==> src/include/fetch_defines.svh <==
`ifndef FETCH_DEFINES_SVH
`define FETCH_DEFINES_SVH

// exception cause codes carried in excp_tag_t.ecode
// 6 bits wide, same encoding as the backend csr estat field

// no exception on this fetch
`define ECODE_NOP  6'h3f

// pending interrupt sampled at fetch time
`define ECODE_INT  6'h00

// fetch address not word aligned
`define ECODE_ADEF 6'h08

// interrupt wins only when the address is clean
// adef always takes precedence in the pc stage

`endif

==> src/fetch_frontend_rom.hex <==
A5000000
A5000001
A5000002
A5000003
A5000004
A5000005
A5000006
A5000007
A5000008
A5000009
A500000A
A500000B
A500000C
A500000D
A500000E
A500000F

==> src/design/fetch_pkg.sv <==
`default_nettype none

package fetch_pkg;

    ////////////////////////////////////////
    // widths
    ////////////////////////////////////////

    localparam int ADDR_W    = 32;
    localparam int INST_W    = 32;
    // btb tag is the pc above the bundle offset
    localparam int BTB_TAG_W = ADDR_W - 3;

    ////////////////////////////////////////
    // request types
    ////////////////////////////////////////

    // why a fetch is faulty
    typedef struct packed {
        logic       intr;
        logic       adef;
        logic [5:0] ecode;
    } excp_tag_t;

    // one fetch request, travels with the bundle
    typedef struct packed {
        logic [ADDR_W-1:0] pc;
        excp_tag_t         excp;
        logic              pred_taken;
        logic [ADDR_W-1:0] pred_target;
    } fetch_req_t;

    // btb set index, pc bits above bit 2 modulo the entry count
    function automatic int unsigned btb_index(input logic [ADDR_W-1:0] pc,
                                              input int unsigned entries);
        return 32'(pc[ADDR_W-1:3]) % entries;
    endfunction

    function automatic logic [BTB_TAG_W-1:0] btb_tag(input logic [ADDR_W-1:0] pc);
        return pc[ADDR_W-1:3];
    endfunction

endpackage

`default_nettype wire

==> src/design/fetch_if.sv <==
`timescale 1ns/1ns
`default_nettype none

// one fetch request from the pc stage
// no ready, valid is a one cycle strobe
interface fetch_if;
    import fetch_pkg::*;

    logic       valid;
    fetch_req_t req;
    // backend redirect, squashes everything in flight
    logic       kill;

    // pc stage side
    modport producer (
        output valid,
        output req,
        output kill
    );

    // rom and fetch stage side
    modport consumer (
        input valid,
        input req,
        input kill
    );

endinterface

`default_nettype wire

==> src/design/pc_gen.sv <==
`timescale 1ns/1ns
`default_nettype none

`include "fetch_defines.svh"

module pc_gen #(
    parameter logic [fetch_pkg::ADDR_W-1:0] RESET_PC = 32'h100
) (
    input  logic                          clk,
    input  logic                          rst,
    input  logic                          stall_i,
    input  logic                          redirect_i,
    input  logic                          interrupt_i,
    input  logic [fetch_pkg::ADDR_W-1:0]  redirect_pc_i,
    input  logic                          pred_taken_i,
    input  logic [fetch_pkg::ADDR_W-1:0]  pred_target_i,
    output logic [fetch_pkg::ADDR_W-1:0]  pc_o,
    fetch_if.producer                     req_if
);
    import fetch_pkg::*;

    logic [ADDR_W-1:0] pc_q;
    logic              issue;
    excp_tag_t         excp;

    // request goes out unless in reset, redirected or frozen
    assign issue = !rst && !redirect_i && !stall_i;

    ////////////////////////////////////////
    // next pc
    ////////////////////////////////////////

    always_ff @(posedge clk) begin
        if (rst) begin
            pc_q <= RESET_PC;
        end else if (redirect_i) begin
            pc_q <= redirect_pc_i;
        end else if (!issue) begin
            // stall holds the pc
            pc_q <= pc_q;
        end else if (pred_taken_i) begin
            pc_q <= pred_target_i;
        end else begin
            // one bundle is two words
            pc_q <= pc_q + ADDR_W'(8);
        end
    end

    // exception tag with adef over int
    always_comb begin
        excp = '{intr: 1'b0, adef: 1'b0, ecode: `ECODE_NOP};
        if (pc_q[1:0] != 2'b00) begin
            excp.adef  = 1'b1;
            excp.ecode = `ECODE_ADEF;
        end else if (interrupt_i) begin
            excp.intr  = 1'b1;
            excp.ecode = `ECODE_INT;
        end
    end

    assign pc_o                   = pc_q;
    assign req_if.valid           = issue;
    assign req_if.kill            = redirect_i;
    assign req_if.req.pc          = pc_q;
    assign req_if.req.excp        = excp;
    // prediction for this pc rides along
    assign req_if.req.pred_taken  = pred_taken_i;
    assign req_if.req.pred_target = pred_target_i;

    // backend must hand over a known target with the strobe
    redirect_pc_known: assert property (
        @(posedge clk) disable iff (rst) redirect_i |-> !$isunknown(redirect_pc_i)
    );

endmodule

`default_nettype wire

==> src/design/branch_predictor.sv <==
`timescale 1ns/1ns
`default_nettype none

module branch_predictor #(
    parameter int BTB_ENTRIES = 8
) (
    input  logic                          clk,
    input  logic                          rst,
    input  logic [fetch_pkg::ADDR_W-1:0]  lookup_pc_i,
    output logic                          pred_taken_o,
    output logic [fetch_pkg::ADDR_W-1:0]  pred_target_o,
    input  logic                          update_i,
    input  logic                          update_taken_i,
    input  logic [fetch_pkg::ADDR_W-1:0]  update_pc_i,
    input  logic [fetch_pkg::ADDR_W-1:0]  update_target_i
);
    import fetch_pkg::*;

    localparam int IDX_W = (BTB_ENTRIES > 1) ? $clog2(BTB_ENTRIES) : 1;

    // per entry state
    logic [BTB_ENTRIES-1:0] vld_q;
    logic [BTB_TAG_W-1:0]   tag_q [BTB_ENTRIES];
    logic [ADDR_W-1:0]      tgt_q [BTB_ENTRIES];
    logic [1:0]             cnt_q [BTB_ENTRIES];

    logic [IDX_W-1:0] lk_idx;
    logic             lk_hit;
    logic [IDX_W-1:0] up_idx;
    logic             up_hit;

    ////////////////////////////////////////
    // lookup
    ////////////////////////////////////////

    assign lk_idx = IDX_W'(btb_index(lookup_pc_i, BTB_ENTRIES));
    assign lk_hit = vld_q[lk_idx] && (tag_q[lk_idx] == btb_tag(lookup_pc_i));

    // weakly or strongly taken
    assign pred_taken_o  = lk_hit && cnt_q[lk_idx][1];
    assign pred_target_o = tgt_q[lk_idx];

    ////////////////////////////////////////
    // update
    ////////////////////////////////////////

    assign up_idx = IDX_W'(btb_index(update_pc_i, BTB_ENTRIES));
    assign up_hit = vld_q[up_idx] && (tag_q[up_idx] == btb_tag(update_pc_i));

    // only a taken branch allocates
    always_ff @(posedge clk) begin
        if (rst) begin
            vld_q <= '0;
        end else if (update_i && update_taken_i) begin
            vld_q[up_idx] <= 1'b1;
        end
    end

    always_ff @(posedge clk) begin
        if (update_i) begin
            if (update_taken_i) begin
                tag_q[up_idx] <= btb_tag(update_pc_i);
                tgt_q[up_idx] <= update_target_i;
                if (!up_hit) begin
                    // fresh entry, weakly taken
                    cnt_q[up_idx] <= 2'd2;
                end else if (cnt_q[up_idx] != 2'd3) begin
                    cnt_q[up_idx] <= cnt_q[up_idx] + 2'd1;
                end
            end else if (up_hit && cnt_q[up_idx] != 2'd0) begin
                cnt_q[up_idx] <= cnt_q[up_idx] - 2'd1;
            end
        end
    end

endmodule

`default_nettype wire

==> src/design/inst_rom.sv <==
`timescale 1ns/1ns
`default_nettype none

module inst_rom #(
    parameter int ROM_DEPTH = 16
) (
    input  logic                          clk,
    fetch_if.consumer                     req_if,
    output logic [fetch_pkg::INST_W-1:0]  inst0_o,
    output logic [fetch_pkg::INST_W-1:0]  inst1_o
);
    import fetch_pkg::*;

    localparam int IDX_W = (ROM_DEPTH > 1) ? $clog2(ROM_DEPTH) : 1;

    logic [INST_W-1:0] mem [ROM_DEPTH];
    logic [IDX_W-1:0]  idx0;
    logic [IDX_W-1:0]  idx1;

    // program image
    initial begin
        $readmemh("/design/src/fetch_frontend_rom.hex", mem);
    end

    ////////////////////////////////////////
    // two word read
    ////////////////////////////////////////

    // word index, wraps at the rom size
    assign idx0 = req_if.req.pc[IDX_W+1:2];
    assign idx1 = idx0 + IDX_W'(1);

    // data one cycle after the request
    always_ff @(posedge clk) begin
        if (req_if.valid) begin
            inst0_o <= mem[idx0];
            inst1_o <= mem[idx1];
        end
    end

endmodule

`default_nettype wire

==> src/design/fetch_stage.sv <==
`timescale 1ns/1ns
`default_nettype none

module fetch_stage (
    input  logic                          clk,
    input  logic                          rst,
    fetch_if.consumer                     req_if,
    input  logic [fetch_pkg::INST_W-1:0]  inst0_i,
    input  logic [fetch_pkg::INST_W-1:0]  inst1_i,
    output logic                          bundle_valid_o,
    output logic [fetch_pkg::ADDR_W-1:0]  bundle_pc_o,
    output logic [fetch_pkg::INST_W-1:0]  inst0_o,
    output logic [fetch_pkg::INST_W-1:0]  inst1_o,
    output logic [1:0]                    slot_valid_o,
    output fetch_pkg::excp_tag_t          excp_o,
    output logic                          pred_taken_o
);
    import fetch_pkg::*;

    // request held while the rom reads
    logic              s1_valid;
    logic [ADDR_W-1:0] s1_pc;
    excp_tag_t         s1_excp;
    logic              s1_pred_taken;

    ////////////////////////////////////////
    // stage 1, request
    ////////////////////////////////////////

    always_ff @(posedge clk) begin
        if (rst || req_if.kill) begin
            s1_valid <= 1'b0;
        end else begin
            s1_valid <= req_if.valid;
        end
    end

    always_ff @(posedge clk) begin
        if (req_if.valid) begin
            s1_pc         <= req_if.req.pc;
            s1_excp       <= req_if.req.excp;
            s1_pred_taken <= req_if.req.pred_taken;
        end
    end

    ////////////////////////////////////////
    // stage 2, bundle
    ////////////////////////////////////////

    always_ff @(posedge clk) begin
        if (rst || req_if.kill) begin
            bundle_valid_o <= 1'b0;
        end else begin
            bundle_valid_o <= s1_valid;
        end
    end

    always_ff @(posedge clk) begin
        if (s1_valid) begin
            bundle_pc_o  <= s1_pc;
            excp_o       <= s1_excp;
            pred_taken_o <= s1_pred_taken;
            if (s1_excp.adef) begin
                // bad address leaves nothing to decode
                inst0_o      <= '0;
                inst1_o      <= '0;
                slot_valid_o <= 2'b00;
            end else begin
                inst0_o      <= inst0_i;
                inst1_o      <= inst1_i;
                // taken branch in slot 0 drops slot 1
                slot_valid_o <= {!s1_pred_taken, 1'b1};
            end
        end
    end

    // squash reaches the output register too
    no_bundle_after_kill: assert property (
        @(posedge clk) disable iff (rst) req_if.kill |=> !bundle_valid_o
    );

endmodule

`default_nettype wire

==> src/design/fetch_top.sv <==
`timescale 1ns/1ns
`default_nettype none

module fetch_top #(
    parameter logic [fetch_pkg::ADDR_W-1:0] RESET_PC    = 32'h100,
    parameter int                           BTB_ENTRIES = 8,
    parameter int                           ROM_DEPTH   = 16
) (
    input  logic                          clk,
    input  logic                          rst,
    input  logic                          stall_i,
    input  logic                          redirect_i,
    input  logic                          interrupt_i,
    input  logic [fetch_pkg::ADDR_W-1:0]  redirect_pc_i,
    // branch outcome from the backend
    input  logic                          bp_update_i,
    input  logic [fetch_pkg::ADDR_W-1:0]  bp_pc_i,
    input  logic [fetch_pkg::ADDR_W-1:0]  bp_target_i,
    input  logic                          bp_taken_i,
    // bundle to decode
    output logic                          bundle_valid_o,
    output logic [fetch_pkg::ADDR_W-1:0]  bundle_pc_o,
    output logic [fetch_pkg::INST_W-1:0]  inst0_o,
    output logic [fetch_pkg::INST_W-1:0]  inst1_o,
    output logic [1:0]                    slot_valid_o,
    output fetch_pkg::excp_tag_t          excp_o,
    output logic                          pred_taken_o
);
    import fetch_pkg::*;

    logic [ADDR_W-1:0] pc;
    logic              pred_taken;
    logic [ADDR_W-1:0] pred_target;
    logic [INST_W-1:0] rom_inst0;
    logic [INST_W-1:0] rom_inst1;

    // pc stage to rom and fetch stage
    fetch_if fetch_req ();

    ////////////////////////////////////////
    // pc and prediction
    ////////////////////////////////////////

    pc_gen #(
        .RESET_PC (RESET_PC)
    ) u_pc_gen (
        .clk           (clk),
        .rst           (rst),
        .stall_i       (stall_i),
        .redirect_i    (redirect_i),
        .interrupt_i   (interrupt_i),
        .redirect_pc_i (redirect_pc_i),
        .pred_taken_i  (pred_taken),
        .pred_target_i (pred_target),
        .pc_o          (pc),
        .req_if        (fetch_req.producer)
    );

    branch_predictor #(
        .BTB_ENTRIES (BTB_ENTRIES)
    ) u_branch_predictor (
        .clk             (clk),
        .rst             (rst),
        .lookup_pc_i     (pc),
        .pred_taken_o    (pred_taken),
        .pred_target_o   (pred_target),
        .update_i        (bp_update_i),
        .update_taken_i  (bp_taken_i),
        .update_pc_i     (bp_pc_i),
        .update_target_i (bp_target_i)
    );

    ////////////////////////////////////////
    // rom and bundle
    ////////////////////////////////////////

    inst_rom #(
        .ROM_DEPTH (ROM_DEPTH)
    ) u_inst_rom (
        .clk     (clk),
        .req_if  (fetch_req.consumer),
        .inst0_o (rom_inst0),
        .inst1_o (rom_inst1)
    );

    fetch_stage u_fetch_stage (
        .clk            (clk),
        .rst            (rst),
        .req_if         (fetch_req.consumer),
        .inst0_i        (rom_inst0),
        .inst1_i        (rom_inst1),
        .bundle_valid_o (bundle_valid_o),
        .bundle_pc_o    (bundle_pc_o),
        .inst0_o        (inst0_o),
        .inst1_o        (inst1_o),
        .slot_valid_o   (slot_valid_o),
        .excp_o         (excp_o),
        .pred_taken_o   (pred_taken_o)
    );

endmodule

`default_nettype wire

==> config.mk <==
export PLATFORM = sky130hd
export DESIGN_NAME = fetch_top
export DESIGN_NICKNAME = d
export VERILOG_FILES = /design/src/design/fetch_pkg.sv /design/src/design/fetch_if.sv /design/src/design/pc_gen.sv /design/src/design/branch_predictor.sv /design/src/design/inst_rom.sv /design/src/design/fetch_stage.sv /design/src/design/fetch_top.sv
export VERILOG_INCLUDE_DIRS = /design/src /design/src/include
export SDC_FILE = /design/constraint.sdc
export NUM_CORES = 1
export LEC_CHECK = 0
export BUFFER_PORTS_ARGS = -buffer_cell sky130_fd_sc_hd__buf_4
export CAP_MARGIN = 20
export CORE_MARGIN = 3
export CORE_UTILIZATION = 54
export DETAILED_ROUTE_END_ITERATION = 10
export MAX_ROUTING_LAYER = met4
export PLACE_DENSITY = 0.77
export SETUP_SLACK_MARGIN = 0.05
export SYNTH_ARGS = -nofsm -noshare
export SYNTH_HDL_FRONTEND = slang
export SYNTH_SLANG_ARGS = --single-unit
==> constraint.sdc <==
create_clock -name clk -period 6.87 [get_ports clk]
set_input_delay 0.3435 -clock clk [delete_from_list [all_inputs] [get_ports clk]]
set_output_delay 0.3435 -clock clk [all_outputs]
set_load 0.005 [all_outputs]
==> impl_metrics.env <==
export IMPL_whs_ns=0.0239
export IMPL_num_rows=81
export IMPL_cts_sinks=625
export IMPL_grt_max_degree=59
export IMPL_clockBufferDepth=3
export IMPL_critPathArrivalTime_ns=5.22
export IMPL_critPathLaunchType="flip-flop"
export IMPL_post_route_min_period_ns=4.71
export IMPL_dpl_hpwl_mm=41.7
export IMPL_clk_latency_ns=0.63
export IMPL_synth_seq_cells=625
export IMPL_rsz0062_at_grt="false"
export IMPL_ant_nets=0
export IMPL_drtIter0Drc=1961
export IMPL_ir_drop_mv=0.217
export IMPL_core_area_mm2=0.0495
export IMPL_htreeDepth=2
export IMPL_final_core_util_pct=63.8
export IMPL_ys_async_sr_fraction_pct=0
export IMPL_critPathRequiredTime_ns=7.39
export IMPL_fmax_mhz=212
export IMPL_wire_per_inst_um=26.6
export IMPL_r2r_end="u_pc_gen.pc_o[11]"
export IMPL_setup_tns_ns=0
export IMPL_maxSlewHeadroom_pct=21.2
export IMPL_outcome="finished clean"
export IMPL_power_internal_w=0.00641
export IMPL_avgViaCountPerCell=6.41
export IMPL_fin_area_mm2=0.0315
export IMPL_grt_pass1_wl_mm=102
export IMPL_numCtsBuffers=60
export IMPL_drt_wl_total_mm=68.6
export IMPL_power_frac_clock_pct=39.4
export IMPL_grt_pass1_vias=16200
export IMPL_post_cts_buffers=0
export IMPL_finalSetupViolCount=0
export IMPL_post_place_ws_ns=2.12
export IMPL_ff2ff_path_depth=10
export IMPL_synth_main_ff_cell="edfxtp_1"
export IMPL_synth_cells=1648
export IMPL_fillCellCount=3362
export IMPL_skew_ns=0.0275
export IMPL_crit_path_max_fanout=54
export IMPL_r2r_slack_ns=2.16
export IMPL_cts_root_buf="clkbuf_16"
export IMPL_combPwrFrac_pct=8.3
export IMPL_layout_setup_ws_ns=2.16
export IMPL_min_period_over_period_pct=68.5
export IMPL_cts_tree="built"
export IMPL_hp_class="input pin to flip-flop"
export IMPL_via_count=16500
export IMPL_maxCapViolCount=0
export IMPL_die_h_um=231
export IMPL_hold_viol=0
export IMPL_remaining_drc_errors=0
export IMPL_post_cts_resized=0
export IMPL_die_area_mm2=0.0534
export IMPL_clkTransAtPathRegs_ns=0.06
export IMPL_initial_core_util_pct=55.3
export IMPL_cellLeakagePower_nw=10.5
export IMPL_syn_cell_area_mm2=0.0274
export IMPL_grt_use_total_pct=26.4
export IMPL_layout_drive_gt1_share_pct=24.8
export IMPL_worst_pin_slew_ns=1.18
export IMPL_synth_edf_count=580
export IMPL_end_kind="flip-flop"
export IMPL_nets=1961
export IMPL_power_switching_w=0.00189
export IMPL_cellPowerDensity_mw_per_mm2=263
export IMPL_placed_area_mm2=0.0288
export IMPL_area_growth_pct=15.3
export IMPL_gp_congestion=0.913
export IMPL_switching_share_pct=22.8
export IMPL_die_w_um=231
export IMPL_port_buffers=143
export IMPL_yosysUniqueCellTypes=76
export IMPL_slew_viol_final=0
export IMPL_first_pass_iters=5
export IMPL_syn_area_per_cell_um2=16.6
export IMPL_critPathCapture="u_pc_gen.pc_o[11]"
export IMPL_antenna_found_initial=5
export IMPL_grt_overflow=0
export IMPL_crit_type="flip-flop to flip-flop"
export IMPL_yosys_warnings=0
export IMPL_pwr_share_seq_pct=52.3
export IMPL_ioPinCount=211
export IMPL_yosysSeqAreaShare_pct=66.9
## repair_timing
action,4_1_cts,5_1_grt
hold buffers,76,0
endpoints found under the setup margin,0,0
hold endpoints to repair,482,0
## worst min path at each step
stage	from	to	depth (start not counted)
CTS	redirect_pc_i[10]	u_pc_gen.pc_o[10]	3
global placement	u_fetch_stage.s1_excp[4]	u_fetch_stage.excp_o[4]	0
floorplan	u_fetch_stage.s1_pc[0]	u_fetch_stage.bundle_pc_o[0]	0
global route	redirect_pc_i[10]	u_pc_gen.pc_o[10]	3
detailed placement	u_fetch_stage.s1_pc[29]	u_fetch_stage.bundle_pc_o[29]	0
finish	redirect_pc_i[10]	u_pc_gen.pc_o[10]	3
## metrics by stage
stage / cells / power (W)
finish: 2575 / 0.00830
global route: 2575 / 0.00855
CTS: 2570 / 0.00833
detailed placement: 2381 / 0.00506
global placement: 2381 / 0.00504
floorplan: 1711 / 0.00483
## synth_stat cells, drive strengths merged (29+ instances only)
cell type | number | share of area, %
a221oi | 41 | 1.3
clkbuf | 41 | 0.57
mux2 | 69 | 2.8
mux4 | 127 | 10
mux2i | 84 | 3.1
a21oi | 30 | 0.55
xnor2 | 29 | 0.93
buf | 120 | 2.9
dfxtp | 45 | 3.3
nor2 | 73 | 1.0
edfxtp | 580 | 64
nand2 | 60 | 0.82
## area by class of cell
class / count / area (um^2) / share of cell area (%)
antenna: 5 / 12.5 / 0.0397
clock buffer: 69 / 1550 / 4.90
clock inverter: 44 / 424 / 1.34
inverter: 23 / 86.3 / 0.274
multi-input combinational: 902 / 8300 / 26.3
sequential: 625 / 18300 / 58.1
tap: 664 / 831 / 2.63
timing repair buffer: 243 / 2010 / 6.39
## cells in the final DEF (no fill, tap or decap), drive strengths merged, types with 41 or more instances in the layout
cell type / Yosys / layout
nor2: 73 / 73
mux2i: 84 / 84
edfxtp: 580 / 580
a221oi: 41 / 41
dfxtp: 45 / 45
dlygate4sd3: 0 / 76
mux4: 127 / 127
clkbuf: 41 / 69
conb: 1 / 64
nand2: 60 / 60
mux2: 69 / 69
buf: 120 / 167
## kinds of logic (layout without fill, tap and decap cells)
group,Yosys count,count (layout),synth area share [%]
multiplexers,280,280,16.4
buffers and inverters,184,379,3.80
flip-flops,625,625,66.9
adder cells (fa/ha/maj),3,3,0.137
XOR/XNOR,54,54,1.73
AO/OA/AOI/OAI,217,217,5.78
AND/OR/NAND/NOR,284,284,5.22
other,1,69,0.0137
## state kept, by name, summed over array words and instances, names as in the netlist, 4 cells and up, named ones only
register                   cells
u_branch_predictor.tgt_q     256
u_branch_predictor.tag_q     232
u_fetch_stage.bundle_pc_o     32
u_fetch_stage.s1_pc           32
u_pc_gen.pc_o                 32
u_branch_predictor.cnt_q      16
u_branch_predictor.vld_q       8
u_fetch_stage.excp_o           4
u_fetch_stage.s1_excp          4
## power groups by stage
| stage | logic (W) | registers, W | clock network (W) |
|---|---|---|---|
| floorplan | 0.000463 | 0.00436 | 0 |
| global placement | 0.000627 | 0.00442 | 0 |
| detailed placement | 0.000641 | 0.00442 | 0 |
| CTS | 0.000683 | 0.00434 | 0.00330 |
| global route | 0.000735 | 0.00435 | 0.00346 |
| finish | 0.000691 | 0.00434 | 0.00327 |
## critical path, cell delays in order (launching register included)
cell	delay (ns)
dfxtp_4	0.90
buf_4	0.48
mux2_2	0.38
o22ai_1	0.24
or3_1	0.16
nand4_1	0.08
or4_1	0.62
or4_4	0.80
a211oi_1	0.43
a21oi_1	0.09
o311a_1	0.31
## per-layer routing
metal | share of wire, % | wire (um) | vias up | GRT usage, %
met5 | 0 | 0 | - | -
met4 | 3.8 | 2610 | 0 | 10.8
met3 | 9.6 | 6600 | 157 | 4.33
met2 | 48 | 32800 | 1049 | 40.6
met1 | 39 | 26600 | 8355 | 35.8
li1 | - | - | 6939 | -
(Power assumes the default switching activity.)
